**config.mk**
```make
export PLATFORM = sky130hd
export DESIGN_NAME = txn_demux_top
export DESIGN_NICKNAME = d
export VERILOG_FILES = /design/src/design/demux_cfg_pkg.sv /design/src/design/demux_bus_pkg.sv /design/src/design/in_flight_counter.sv /design/src/design/addr_port_decoder.sv /design/src/design/demux_id_counters.sv /design/src/design/stall_timer.sv /design/src/design/issue_fsm.sv /design/src/design/txn_demux_top.sv
export SDC_FILE = /design/constraint.sdc
export NUM_CORES = 1
export LEC_CHECK = 0
export BUFFER_PORTS_ARGS = -buffer_cell sky130_fd_sc_hd__buf_4
export CAP_MARGIN = 15
export CORE_UTILIZATION = 27
export CTS_BUF_LIST = sky130_fd_sc_hd__clkbuf_4 sky130_fd_sc_hd__clkbuf_8 sky130_fd_sc_hd__clkbuf_16
export DETAILED_ROUTE_END_ITERATION = 8
export MAX_ROUTING_LAYER = met4
export PLACE_DENSITY = 0.55
export SLEW_MARGIN = 30
export SYNTH_ARGS = -nofsm -noshare
export SYNTH_HDL_FRONTEND = slang
export SYNTH_HIERARCHICAL = 1
export SYNTH_SLANG_ARGS = --single-unit
```
**constraint.sdc**
```tcl
create_clock -name clk_i -period 4.7 [get_ports clk_i]
set_input_delay 0.47 -clock clk_i [delete_from_list [all_inputs] [get_ports clk_i]]
set_output_delay 0.47 -clock clk_i [all_outputs]
set_load 0.1 [all_outputs]
```
**src/design/demux_cfg_pkg.sv**
```systemverilog
// --------------------
// sizes, region map and FSM state encoding for the transaction demux
// region table is fixed at compile time, four regions of 256 MiB each
// addresses outside every region are unmapped and get a decode error
// --------------------
package demux_cfg_pkg;

  // --------------------
  // sizes
  // --------------------
  localparam int unsigned NUM_PORTS   = 4;
  localparam int unsigned ID_BITS     = 2;
  localparam int unsigned NUM_IDS     = 2 ** ID_BITS;
  localparam int unsigned CNT_WIDTH   = 4;
  localparam int unsigned ADDR_WIDTH  = 32;
  // stall cycles tolerated before the sticky timeout
  localparam int unsigned STALL_LIMIT = 64;
  // wide enough to hold STALL_LIMIT itself
  localparam int unsigned STALL_CNT_W = $clog2(STALL_LIMIT + 1);

  typedef logic [$clog2(NUM_PORTS)-1:0] port_sel_t;
  typedef logic [ID_BITS-1:0]           axi_id_t;
  typedef logic [CNT_WIDTH-1:0]         cnt_t;
  typedef logic [STALL_CNT_W-1:0]       stall_cnt_t;

  // --------------------
  // region table, entry i maps to port i
  // --------------------
  localparam logic [NUM_PORTS-1:0][ADDR_WIDTH-1:0] REGION_BASE = {
    32'h4000_0000,
    32'h2000_0000,
    32'h1000_0000,
    32'h0000_0000
  };
  // same mask everywhere, top nibble selects the region
  localparam logic [NUM_PORTS-1:0][ADDR_WIDTH-1:0] REGION_MASK = {
    32'hF000_0000,
    32'hF000_0000,
    32'hF000_0000,
    32'hF000_0000
  };

  // request FSM
  typedef enum logic [1:0] {
    ST_IDLE  = 2'd0,
    ST_CHECK = 2'd1,
    ST_STALL = 2'd2
  } fsm_state_e;

endpackage

```
**src/design/demux_bus_pkg.sv**
```systemverilog
// --------------------
// request, issue and response bundles of the demux
// req_t is 36 bits: id, addr, op from msb to lsb
// every valid bit here is a single-cycle strobe except the request level
// --------------------
package demux_bus_pkg;

  // --------------------
  // opcodes
  // --------------------
  // an atomic occupies both a write and a read response slot
  typedef enum logic [1:0] {
    OP_READ  = 2'd0,
    OP_WRITE = 2'd1,
    OP_ATOP  = 2'd2
  } opcode_e;

  // --------------------
  // bundles
  // --------------------
  // request from the slave side, held until accepted
  typedef struct packed {
    demux_cfg_pkg::axi_id_t               id;
    logic [demux_cfg_pkg::ADDR_WIDTH-1:0] addr;
    opcode_e                              op;
  } req_t;

  // issue strobe towards the selected master port
  typedef struct packed {
    logic                     valid;
    demux_cfg_pkg::port_sel_t port;
    demux_cfg_pkg::axi_id_t   id;
    opcode_e                  op;
  } issue_t;

  // one completed response for id
  typedef struct packed {
    logic                   valid;
    demux_cfg_pkg::axi_id_t id;
  } rsp_t;

endpackage

```
**src/design/in_flight_counter.sv**
```systemverilog
// --------------------
// up/down counter stepping by delta_i when enabled
// overflow_o flags a step that wraps past zero or past the maximum,
// the stored value still wraps, so the caller must not rely on it then
// --------------------
`timescale 1ns/1ps

module in_flight_counter (
  input  logic                clk_i,
  input  logic                rst_n_i,
  input  logic                en_i,
  input  logic                down_i,
  input  demux_cfg_pkg::cnt_t delta_i,
  output demux_cfg_pkg::cnt_t q_o,
  output logic                overflow_o
);
  import demux_cfg_pkg::*;

  cnt_t               cnt_q;
  // one extra bit catches carry on add and borrow on subtract
  logic [CNT_WIDTH:0] step_ext;

  // --------------------
  // next value
  // --------------------
  always_comb begin
    if (down_i) begin
      step_ext = {1'b0, cnt_q} - {1'b0, delta_i};
    end else begin
      step_ext = {1'b0, cnt_q} + {1'b0, delta_i};
    end
  end

  // only a real step can wrap
  assign overflow_o = en_i & step_ext[CNT_WIDTH];

  always_ff @(posedge clk_i or negedge rst_n_i) begin
    if (!rst_n_i) begin
      cnt_q <= '0;
    end else if (en_i) begin
      cnt_q <= step_ext[CNT_WIDTH-1:0];
    end
  end

  assign q_o = cnt_q;

endmodule

```
**src/design/addr_port_decoder.sv**
```systemverilog
// --------------------
// masked compare against the region table, lowest entry wins
// no match gives unmapped_o with port_o zero
// --------------------
`timescale 1ns/1ps

module addr_port_decoder (
  input  logic [demux_cfg_pkg::ADDR_WIDTH-1:0] addr_i,
  output demux_cfg_pkg::port_sel_t             port_o,
  output logic                                 unmapped_o
);
  import demux_cfg_pkg::*;

  logic [NUM_PORTS-1:0] hit;

  // one comparator per region
  for (genvar i = 0; i < NUM_PORTS; i++) begin : gen_region
    assign hit[i] = ((addr_i & REGION_MASK[i]) == REGION_BASE[i]);
  end

  // --------------------
  // priority pick
  // --------------------
  always_comb begin
    port_o     = '0;
    unmapped_o = 1'b1;
    // walk downwards so the lowest matching entry is written last
    for (int i = NUM_PORTS - 1; i >= 0; i--) begin
      if (hit[i]) begin
        port_o     = port_sel_t'(i);
        unmapped_o = 1'b0;
      end
    end
  end

endmodule

```
**src/design/demux_id_counters.sv**
```systemverilog
// --------------------
// one in-flight counter and one port register per ID
// inject always refers to the push ID, it is only used for atomics
// full_o is saturation on any ID or a wrap seen in the previous cycle,
// an atomic pushed at max-1 still wraps that counter
// --------------------
`timescale 1ns/1ps

module demux_id_counters (
  input  logic                     clk_i,
  input  logic                     rst_n_i,
  // lookup of the captured request ID
  input  demux_cfg_pkg::axi_id_t   lookup_id_i,
  output demux_cfg_pkg::port_sel_t lookup_port_o,
  output logic                     lookup_occupied_o,
  // push on issue, inject adds the extra atomic slot
  input  logic                     push_i,
  input  demux_cfg_pkg::axi_id_t   push_id_i,
  input  demux_cfg_pkg::port_sel_t push_port_i,
  input  logic                     inject_i,
  // pop on response
  input  logic                     pop_i,
  input  demux_cfg_pkg::axi_id_t   pop_id_i,
  output logic                     full_o
);
  import demux_cfg_pkg::*;

  port_sel_t [NUM_IDS-1:0] port_q;
  cnt_t      [NUM_IDS-1:0] in_flight;
  logic      [NUM_IDS-1:0] push_en;
  logic      [NUM_IDS-1:0] inject_en;
  logic      [NUM_IDS-1:0] pop_en;
  logic      [NUM_IDS-1:0] occupied;
  logic      [NUM_IDS-1:0] wrap;
  logic      [NUM_IDS-1:0] wrap_q;
  logic      [NUM_IDS-1:0] cnt_full;

  // --------------------
  // lookup
  // --------------------
  assign lookup_port_o     = port_q[lookup_id_i];
  assign lookup_occupied_o = occupied[lookup_id_i];
  assign full_o            = |cnt_full;

  for (genvar i = 0; i < NUM_IDS; i++) begin : gen_id
    logic cnt_en;
    logic cnt_down;
    cnt_t cnt_delta;

    // strobes for this ID only
    assign push_en[i]   = push_i & (push_id_i == axi_id_t'(i));
    assign inject_en[i] = inject_i & push_en[i];
    assign pop_en[i]    = pop_i & (pop_id_i == axi_id_t'(i));

    // net step of push, inject and pop in the same cycle
    always_comb begin
      cnt_en    = 1'b1;
      cnt_down  = 1'b0;
      cnt_delta = cnt_t'(1);
      case ({push_en[i], inject_en[i], pop_en[i]})
        // response only
        3'b001: cnt_down = 1'b1;
        // plain push, or atomic push with a pop
        3'b100, 3'b111: cnt_delta = cnt_t'(1);
        // atomic push counts two responses
        3'b110: cnt_delta = cnt_t'(2);
        // idle, or push and pop cancel out
        default: begin
          cnt_en    = 1'b0;
          cnt_delta = cnt_t'(0);
        end
      endcase
    end

    in_flight_counter in_flight_counter_inst (
      .clk_i      (clk_i),
      .rst_n_i    (rst_n_i),
      .en_i       (cnt_en),
      .down_i     (cnt_down),
      .delta_i    (cnt_delta),
      .q_o        (in_flight[i]),
      .overflow_o (wrap[i])
    );

    assign occupied[i] = |in_flight[i];
    // registered wrap keeps full_o off the push path
    assign cnt_full[i] = (&in_flight[i]) | wrap_q[i];

    // port of the latest push for this ID
    always_ff @(posedge clk_i or negedge rst_n_i) begin
      if (!rst_n_i) begin
        port_q[i] <= '0;
      end else if (push_en[i]) begin
        port_q[i] <= push_port_i;
      end
    end
  end

  always_ff @(posedge clk_i or negedge rst_n_i) begin
    if (!rst_n_i) begin
      wrap_q <= '0;
    end else begin
      wrap_q <= wrap;
    end
  end

endmodule

```
**src/design/stall_timer.sv**
```systemverilog
// --------------------
// counts consecutive stall cycles, restarts when stall drops
// the error stays set until reset
// --------------------
`timescale 1ns/1ps

module stall_timer (
  input  logic clk_i,
  input  logic rst_n_i,
  input  logic stall_i,
  output logic stall_err_o
);
  import demux_cfg_pkg::*;

  stall_cnt_t cnt_q;
  logic       at_limit;
  logic       err_q;

  assign at_limit = (cnt_q == stall_cnt_t'(STALL_LIMIT));

  // saturate at the limit so the count never wraps
  always_ff @(posedge clk_i or negedge rst_n_i) begin
    if (!rst_n_i) begin
      cnt_q <= '0;
    end else if (!stall_i) begin
      cnt_q <= '0;
    end else if (!at_limit) begin
      cnt_q <= cnt_q + stall_cnt_t'(1);
    end
  end

  // sticky
  always_ff @(posedge clk_i or negedge rst_n_i) begin
    if (!rst_n_i) begin
      err_q <= 1'b0;
    end else if (at_limit) begin
      err_q <= 1'b1;
    end
  end

  assign stall_err_o = err_q;

endmodule

```
**src/design/issue_fsm.sv**
```systemverilog
// --------------------
// captures one request at a time and issues it when ordering allows
// the request level must stay high until accept_o
// decision outputs are combinational in ST_CHECK and ST_STALL
// at most one accept every two cycles
// --------------------
`timescale 1ns/1ps

module issue_fsm (
  input  logic                     clk_i,
  input  logic                     rst_n_i,
  input  logic                     req_valid_i,
  input  demux_bus_pkg::req_t      req_i,
  // decode of req_q
  input  demux_cfg_pkg::port_sel_t dec_port_i,
  input  logic                     dec_unmapped_i,
  // counter state of req_q.id
  input  logic                     occupied_i,
  input  demux_cfg_pkg::port_sel_t occ_port_i,
  input  logic                     full_i,
  output demux_bus_pkg::req_t      req_q_o,
  output logic                     accept_o,
  output demux_bus_pkg::issue_t    issue_o,
  output logic                     decerr_o,
  output logic                     push_o,
  output logic                     inject_o,
  output logic                     stall_o
);
  import demux_cfg_pkg::*;
  import demux_bus_pkg::*;

  fsm_state_e state_q;
  fsm_state_e state_d;
  req_t       req_q;
  logic       deciding;
  logic       conflict;
  logic       go;

  // --------------------
  // issue rule
  // --------------------
  always_comb begin
    deciding = (state_q == ST_CHECK) || (state_q == ST_STALL);
    // same ID busy on another port would break ordering
    conflict = (occupied_i && (occ_port_i != dec_port_i)) || full_i;
    go       = deciding && !dec_unmapped_i && !conflict;
  end

  always_comb begin
    state_d = state_q;
    case (state_q)
      ST_IDLE: begin
        if (req_valid_i) begin
          state_d = ST_CHECK;
        end
      end
      ST_CHECK, ST_STALL: begin
        // decode errors never wait for the counters
        if (dec_unmapped_i || !conflict) begin
          state_d = ST_IDLE;
        end else begin
          state_d = ST_STALL;
        end
      end
      default: state_d = ST_IDLE;
    endcase
  end

  always_ff @(posedge clk_i or negedge rst_n_i) begin
    if (!rst_n_i) begin
      state_q <= ST_IDLE;
    end else begin
      state_q <= state_d;
    end
  end

  // request payload, loaded only when sampled in idle
  always_ff @(posedge clk_i) begin
    if ((state_q == ST_IDLE) && req_valid_i) begin
      req_q <= req_i;
    end
  end

  // --------------------
  // outputs
  // --------------------
  assign accept_o = deciding && (dec_unmapped_i || !conflict);
  assign decerr_o = deciding && dec_unmapped_i;
  assign push_o   = go;
  // second outstanding slot for the atomic's read response
  assign inject_o = go && (req_q.op == OP_ATOP);
  assign stall_o  = (state_q == ST_STALL);
  assign req_q_o  = req_q;

  always_comb begin
    issue_o.valid = go;
    issue_o.port  = dec_port_i;
    issue_o.id    = req_q.id;
    issue_o.op    = req_q.op;
  end

endmodule

```
**src/design/txn_demux_top.sv**
```systemverilog
// --------------------
// ID-ordered request demux over four master ports
// responses are pop strobes only, their routing is not modelled
// one request in the FSM at a time, many outstanding downstream
// --------------------
`timescale 1ns/1ps

module txn_demux_top (
  input  logic                  clk_i,
  input  logic                  rst_n_i,
  input  logic                  req_valid_i,
  input  demux_bus_pkg::req_t   req_i,
  output logic                  accept_o,
  output demux_bus_pkg::issue_t issue_o,
  output logic                  decerr_o,
  input  demux_bus_pkg::rsp_t   rsp_i,
  output logic                  stall_err_o
);
  import demux_cfg_pkg::*;
  import demux_bus_pkg::*;

  req_t      req_q;
  port_sel_t dec_port;
  logic      dec_unmapped;
  port_sel_t occ_port;
  logic      occupied;
  logic      full;
  logic      push;
  logic      inject;
  logic      stall;

  // --------------------
  // request path
  // --------------------
  issue_fsm issue_fsm_inst (
    .clk_i          (clk_i),
    .rst_n_i        (rst_n_i),
    .req_valid_i    (req_valid_i),
    .req_i          (req_i),
    .dec_port_i     (dec_port),
    .dec_unmapped_i (dec_unmapped),
    .occupied_i     (occupied),
    .occ_port_i     (occ_port),
    .full_i         (full),
    .req_q_o        (req_q),
    .accept_o       (accept_o),
    .issue_o        (issue_o),
    .decerr_o       (decerr_o),
    .push_o         (push),
    .inject_o       (inject),
    .stall_o        (stall)
  );

  // decodes the captured address, not the live input
  addr_port_decoder addr_port_decoder_inst (
    .addr_i     (req_q.addr),
    .port_o     (dec_port),
    .unmapped_o (dec_unmapped)
  );

  // --------------------
  // ordering state
  // --------------------
  demux_id_counters demux_id_counters_inst (
    .clk_i             (clk_i),
    .rst_n_i           (rst_n_i),
    .lookup_id_i       (req_q.id),
    .lookup_port_o     (occ_port),
    .lookup_occupied_o (occupied),
    .push_i            (push),
    .push_id_i         (req_q.id),
    .push_port_i       (dec_port),
    .inject_i          (inject),
    .pop_i             (rsp_i.valid),
    .pop_id_i          (rsp_i.id),
    .full_o            (full)
  );

  stall_timer stall_timer_inst (
    .clk_i       (clk_i),
    .rst_n_i     (rst_n_i),
    .stall_i     (stall),
    .stall_err_o (stall_err_o)
  );

endmodule

```
==> results by stage <==
Logic synthesis:
- For this run, the number of Yosys warnings is 6.
- After synthesis, the mean cell area works out to about 10 um^2.
- The summed instance area of the synthesized netlist is 3214 um^2.
- Counting every instance in the synthesized netlist gives 318.

Worst setup path:
- The length in cells of the worst reg-to-reg path is 18.
- The endpoint kind of the worst setup timing path is a flop.
- Setup slack on the worst reg-to-reg path comes out at 0.33 ns.
- The class of the most critical setup path is flop to flop.
- For the worst setup path, the data arrival time is 4.55 ns.
- At the worst endpoint, the required time is 4.88 ns.
- STA classifies the critical path startpoint as a flop.
- The launch instance of the worst register-to-register path is issue_fsm_inst/issue_o[2].
- The top fanout value on the critical path is 7.

STA:
- At the pin with the least slew margin, the transition time is 0.8612 ns.
- Between clock sinks in the finished design, the worst skew comes to 0.004723 ns.
- The total count of hold-check failures in the final report is 0.
- The final max-slew violation count is 0.
- The worst max-slew margin expressed relative to the limit is 41.98%.
- Setup repair after global routing left no endpoint under its margin.
- Setup violations remaining at the end of the flow were counted as 0.
- The time the worst path needs with I/O delays and setup is 4.373 ns.
- After routing, the total negative slack on setup checks comes to 0 ns.
- The final period utilization is 93.05%.
- Hold timing on the final database bottoms out at a slack of 0.1532 ns.
- Static timing analysis puts the maximum clock frequency at 228.7 MHz.

Outcome:
- The checks that failed: design-rule violations.
- The run finished, with violations left.

Power:
- The internal portion of the total power is about 1200 uW.
- The overall power consumption is 2024 uW.
- The static leakage is 0.001749 uW.
- The relative contribution of sequential cells to total power is 30.0%.
- For this design the total switching power over the nets is between 800 and 900 uW.
- The maximum VDD drop is around 0.24 mV.
- Combinational logic burns 47.6% of the power.
- The switching portion of total power is 40.00%.
- Dividing total power by cell area gives a power density of around 520 nW/um^2.
- The relative contribution of the clock network to total power is 22.4%.

Global route:
- The number of global-route vias before repair was 2310.
- The total congestion overflow is 0.
- Global routing used 11.14% of the available tracks across all layers.
- The initial antenna violation count was 0.
- The first global-routing pass estimated around 11 mm of wire.
- Entering global routing, the biggest net connects 39 pins.

Worst hold path:
- The worst hold-check path type is primary input to asynchronous set/reset pin.

Placement:
- Port buffering added 23 buffers.
- Once placement completed, the tool counted placed cells totaling 499.
- The congestion estimate from routability-driven global placement came to 0.7376.
- Detailed placement finished with a half-perimeter wire length of 4.772 mm.

Detailed routing:
- Summed over all layers, the routed wires come to 6.078 mm.
- After detailed routing, the number of remaining DRC violations is 4.
- The per-cell via count in the routed design is 4.489.
- In the final routed layout, each cell accounts on average for 11.99 um.
- The via count is roughly 2300.
- The count of nets left with antenna violations once routing finished came out at 0.
- The detailed router finished its first iteration with 54 violations.
- For this run, the detailed router's first-pass iteration total came to 6.

Clock network:
- TritonCTS built the clock tree.
- The number of buffers on the longest clock path is 2.
- TritonCTS created 5 clock buffers.
- The tree is rooted in a clkbuf_16.
- In this run the post-CTS setup repair buffer count came out at 0.
- The H-tree depth reported by CTS is 2.
- For the worst-skew pair, the clock arrives at the later sink with an insertion delay of 0.28 ns.
- Clock-pin slew was measured on the worst setup and hold paths at 0.06 ns.
- The number of buffers inserted by hold repair at cts is 0.
- The total number of clock tree sinks is 46.
- The post-cts repair resize count is 0.

Finish:
- At the end of the flow, the number of nets in the layout was 434.
- Leaving out fill and tap cells, the most frequent cell in the layout is dfrtp_1.
- The final core area utilization is 34.09%.
- The share of post-route cells with drive strength above 1 is 21.70%.
- From synthesis to final layout, the design area changed by 22.15%.
- The final standard cell count with taps included and fillers excluded is between 500 and 600.
- 0 antenna diodes ended up in the layout.
- The top cell types in the final layout, fill and taps aside, are dfrtp_1, buf_4, inv_1.

Die:
- In this run the count of I/O pins placed on the die edge is 52.
- Once the floorplan was initialized, standard cells occupied between 20 and 30% of the core.
- The die footprint is 12350 um^2.
- From left edge to right edge, the die measures 111.1 um.
- The initialized floorplan defines 39 standard-cell rows.
- In this run the vertical extent of the chip is 111.1 um.
- The core region is between 10000 and 15000 um^2.

Flow run:
- Max-cap violations in this run came to 0.
## worst max-delay path by stage
stage,from,endpoint,slack (ns),depth (start not counted)
5_1_grt,issue_fsm_inst/issue_o[2],flop,0.005,18
3_3_place_gp,issue_fsm_inst/issue_o[2],flop,0.32,16
3_5_place_dp,issue_fsm_inst/issue_o[2],flop,0.26,18
4_1_cts,issue_fsm_inst/issue_o[2],flop,0.23,18
2_1_floorplan,issue_fsm_inst/issue_o[2],flop,0.01,17
6_report,issue_fsm_inst/issue_o[2],flop,0.33,18
## metrics by stage
stage / setup slack, ns / instance area [um^2]
6_report: 0.3267 / 3926
3_3_place_gp: 0.3184 / 3737
3_5_place_dp: 0.2646 / 3737
5_1_grt: 0.005283 / 3926
4_1_cts: 0.2320 / 3926
2_1_floorplan: 0.01064 / 3403
## power by group through the flow
stage	clock network [uW]	logic, uW	registers, uW
floorplan	0	768	628
global placement	0	954	614
detailed placement	0	970	617
CTS	465	976	610
global route	480	1070	624
finish	453	963	608
## registers in the layout, indices dropped and copies added, names as in the netlist
register                                                  cells
demux_id_counters_inst/gen_id.in_flight_counter_inst/q_o     16
stall_timer_inst/stall_err_o                                  1
issue_fsm_inst/state_q                                        2
stall_timer_inst/cnt_q                                        7
issue_fsm_inst/issue_o                                        4
demux_id_counters_inst/wrap_q                                 4
demux_id_counters_inst/port_q                                 8
issue_fsm_inst/req_q_o                                        4
## layout make-up
| type | instances | area (um^2) |
|---|---|---|
| Clock inverter | 3 | 63.81 |
| Clock buffer | 5 | 125.1 |
| Inverter | 26 | 97.59 |
| Timing Repair Buffer | 33 | 247.7 |
| Fill cell | 1163 | 7590 |
| Sequential cell | 46 | 1191 |
| Multi-Input combinational cell | 251 | 2022 |
| Tap cell | 143 | 178.9 |
## metal layers
metal | GRT usage, % | up-vias | share of wire [%] | wire (um)
li1 | - | 1179 | - | -
met4 | 4.595 | 0 | 1.4 | 85
met1 | 13.73 | 1079 | 50 | 3009
met2 | 18.24 | 14 | 47 | 2875
met5 | - | - | 0 | 0
met3 | 1.750 | 4 | 1.8 | 108
## worst max-delay path, stage by stage (launching register included)
cell      delay (ns)
edfxtp_1        0.48
buf_4           0.21
nor4_1          0.30
a22oi_1         0.16
o311a_1         0.18
a21boi_4        0.17
nor3_2          0.31
and3b_1         0.34
nor2b_4         0.21
xnor2_2         0.14
inv_1           0.07
ha_1            0.29
mux2_2          0.29
inv_1           0.06
ha_1            0.21
nor2b_1         0.13
o21a_1          0.17
or3_1           0.30
a31o_2          0.24
(Power assumes the default switching activity.)
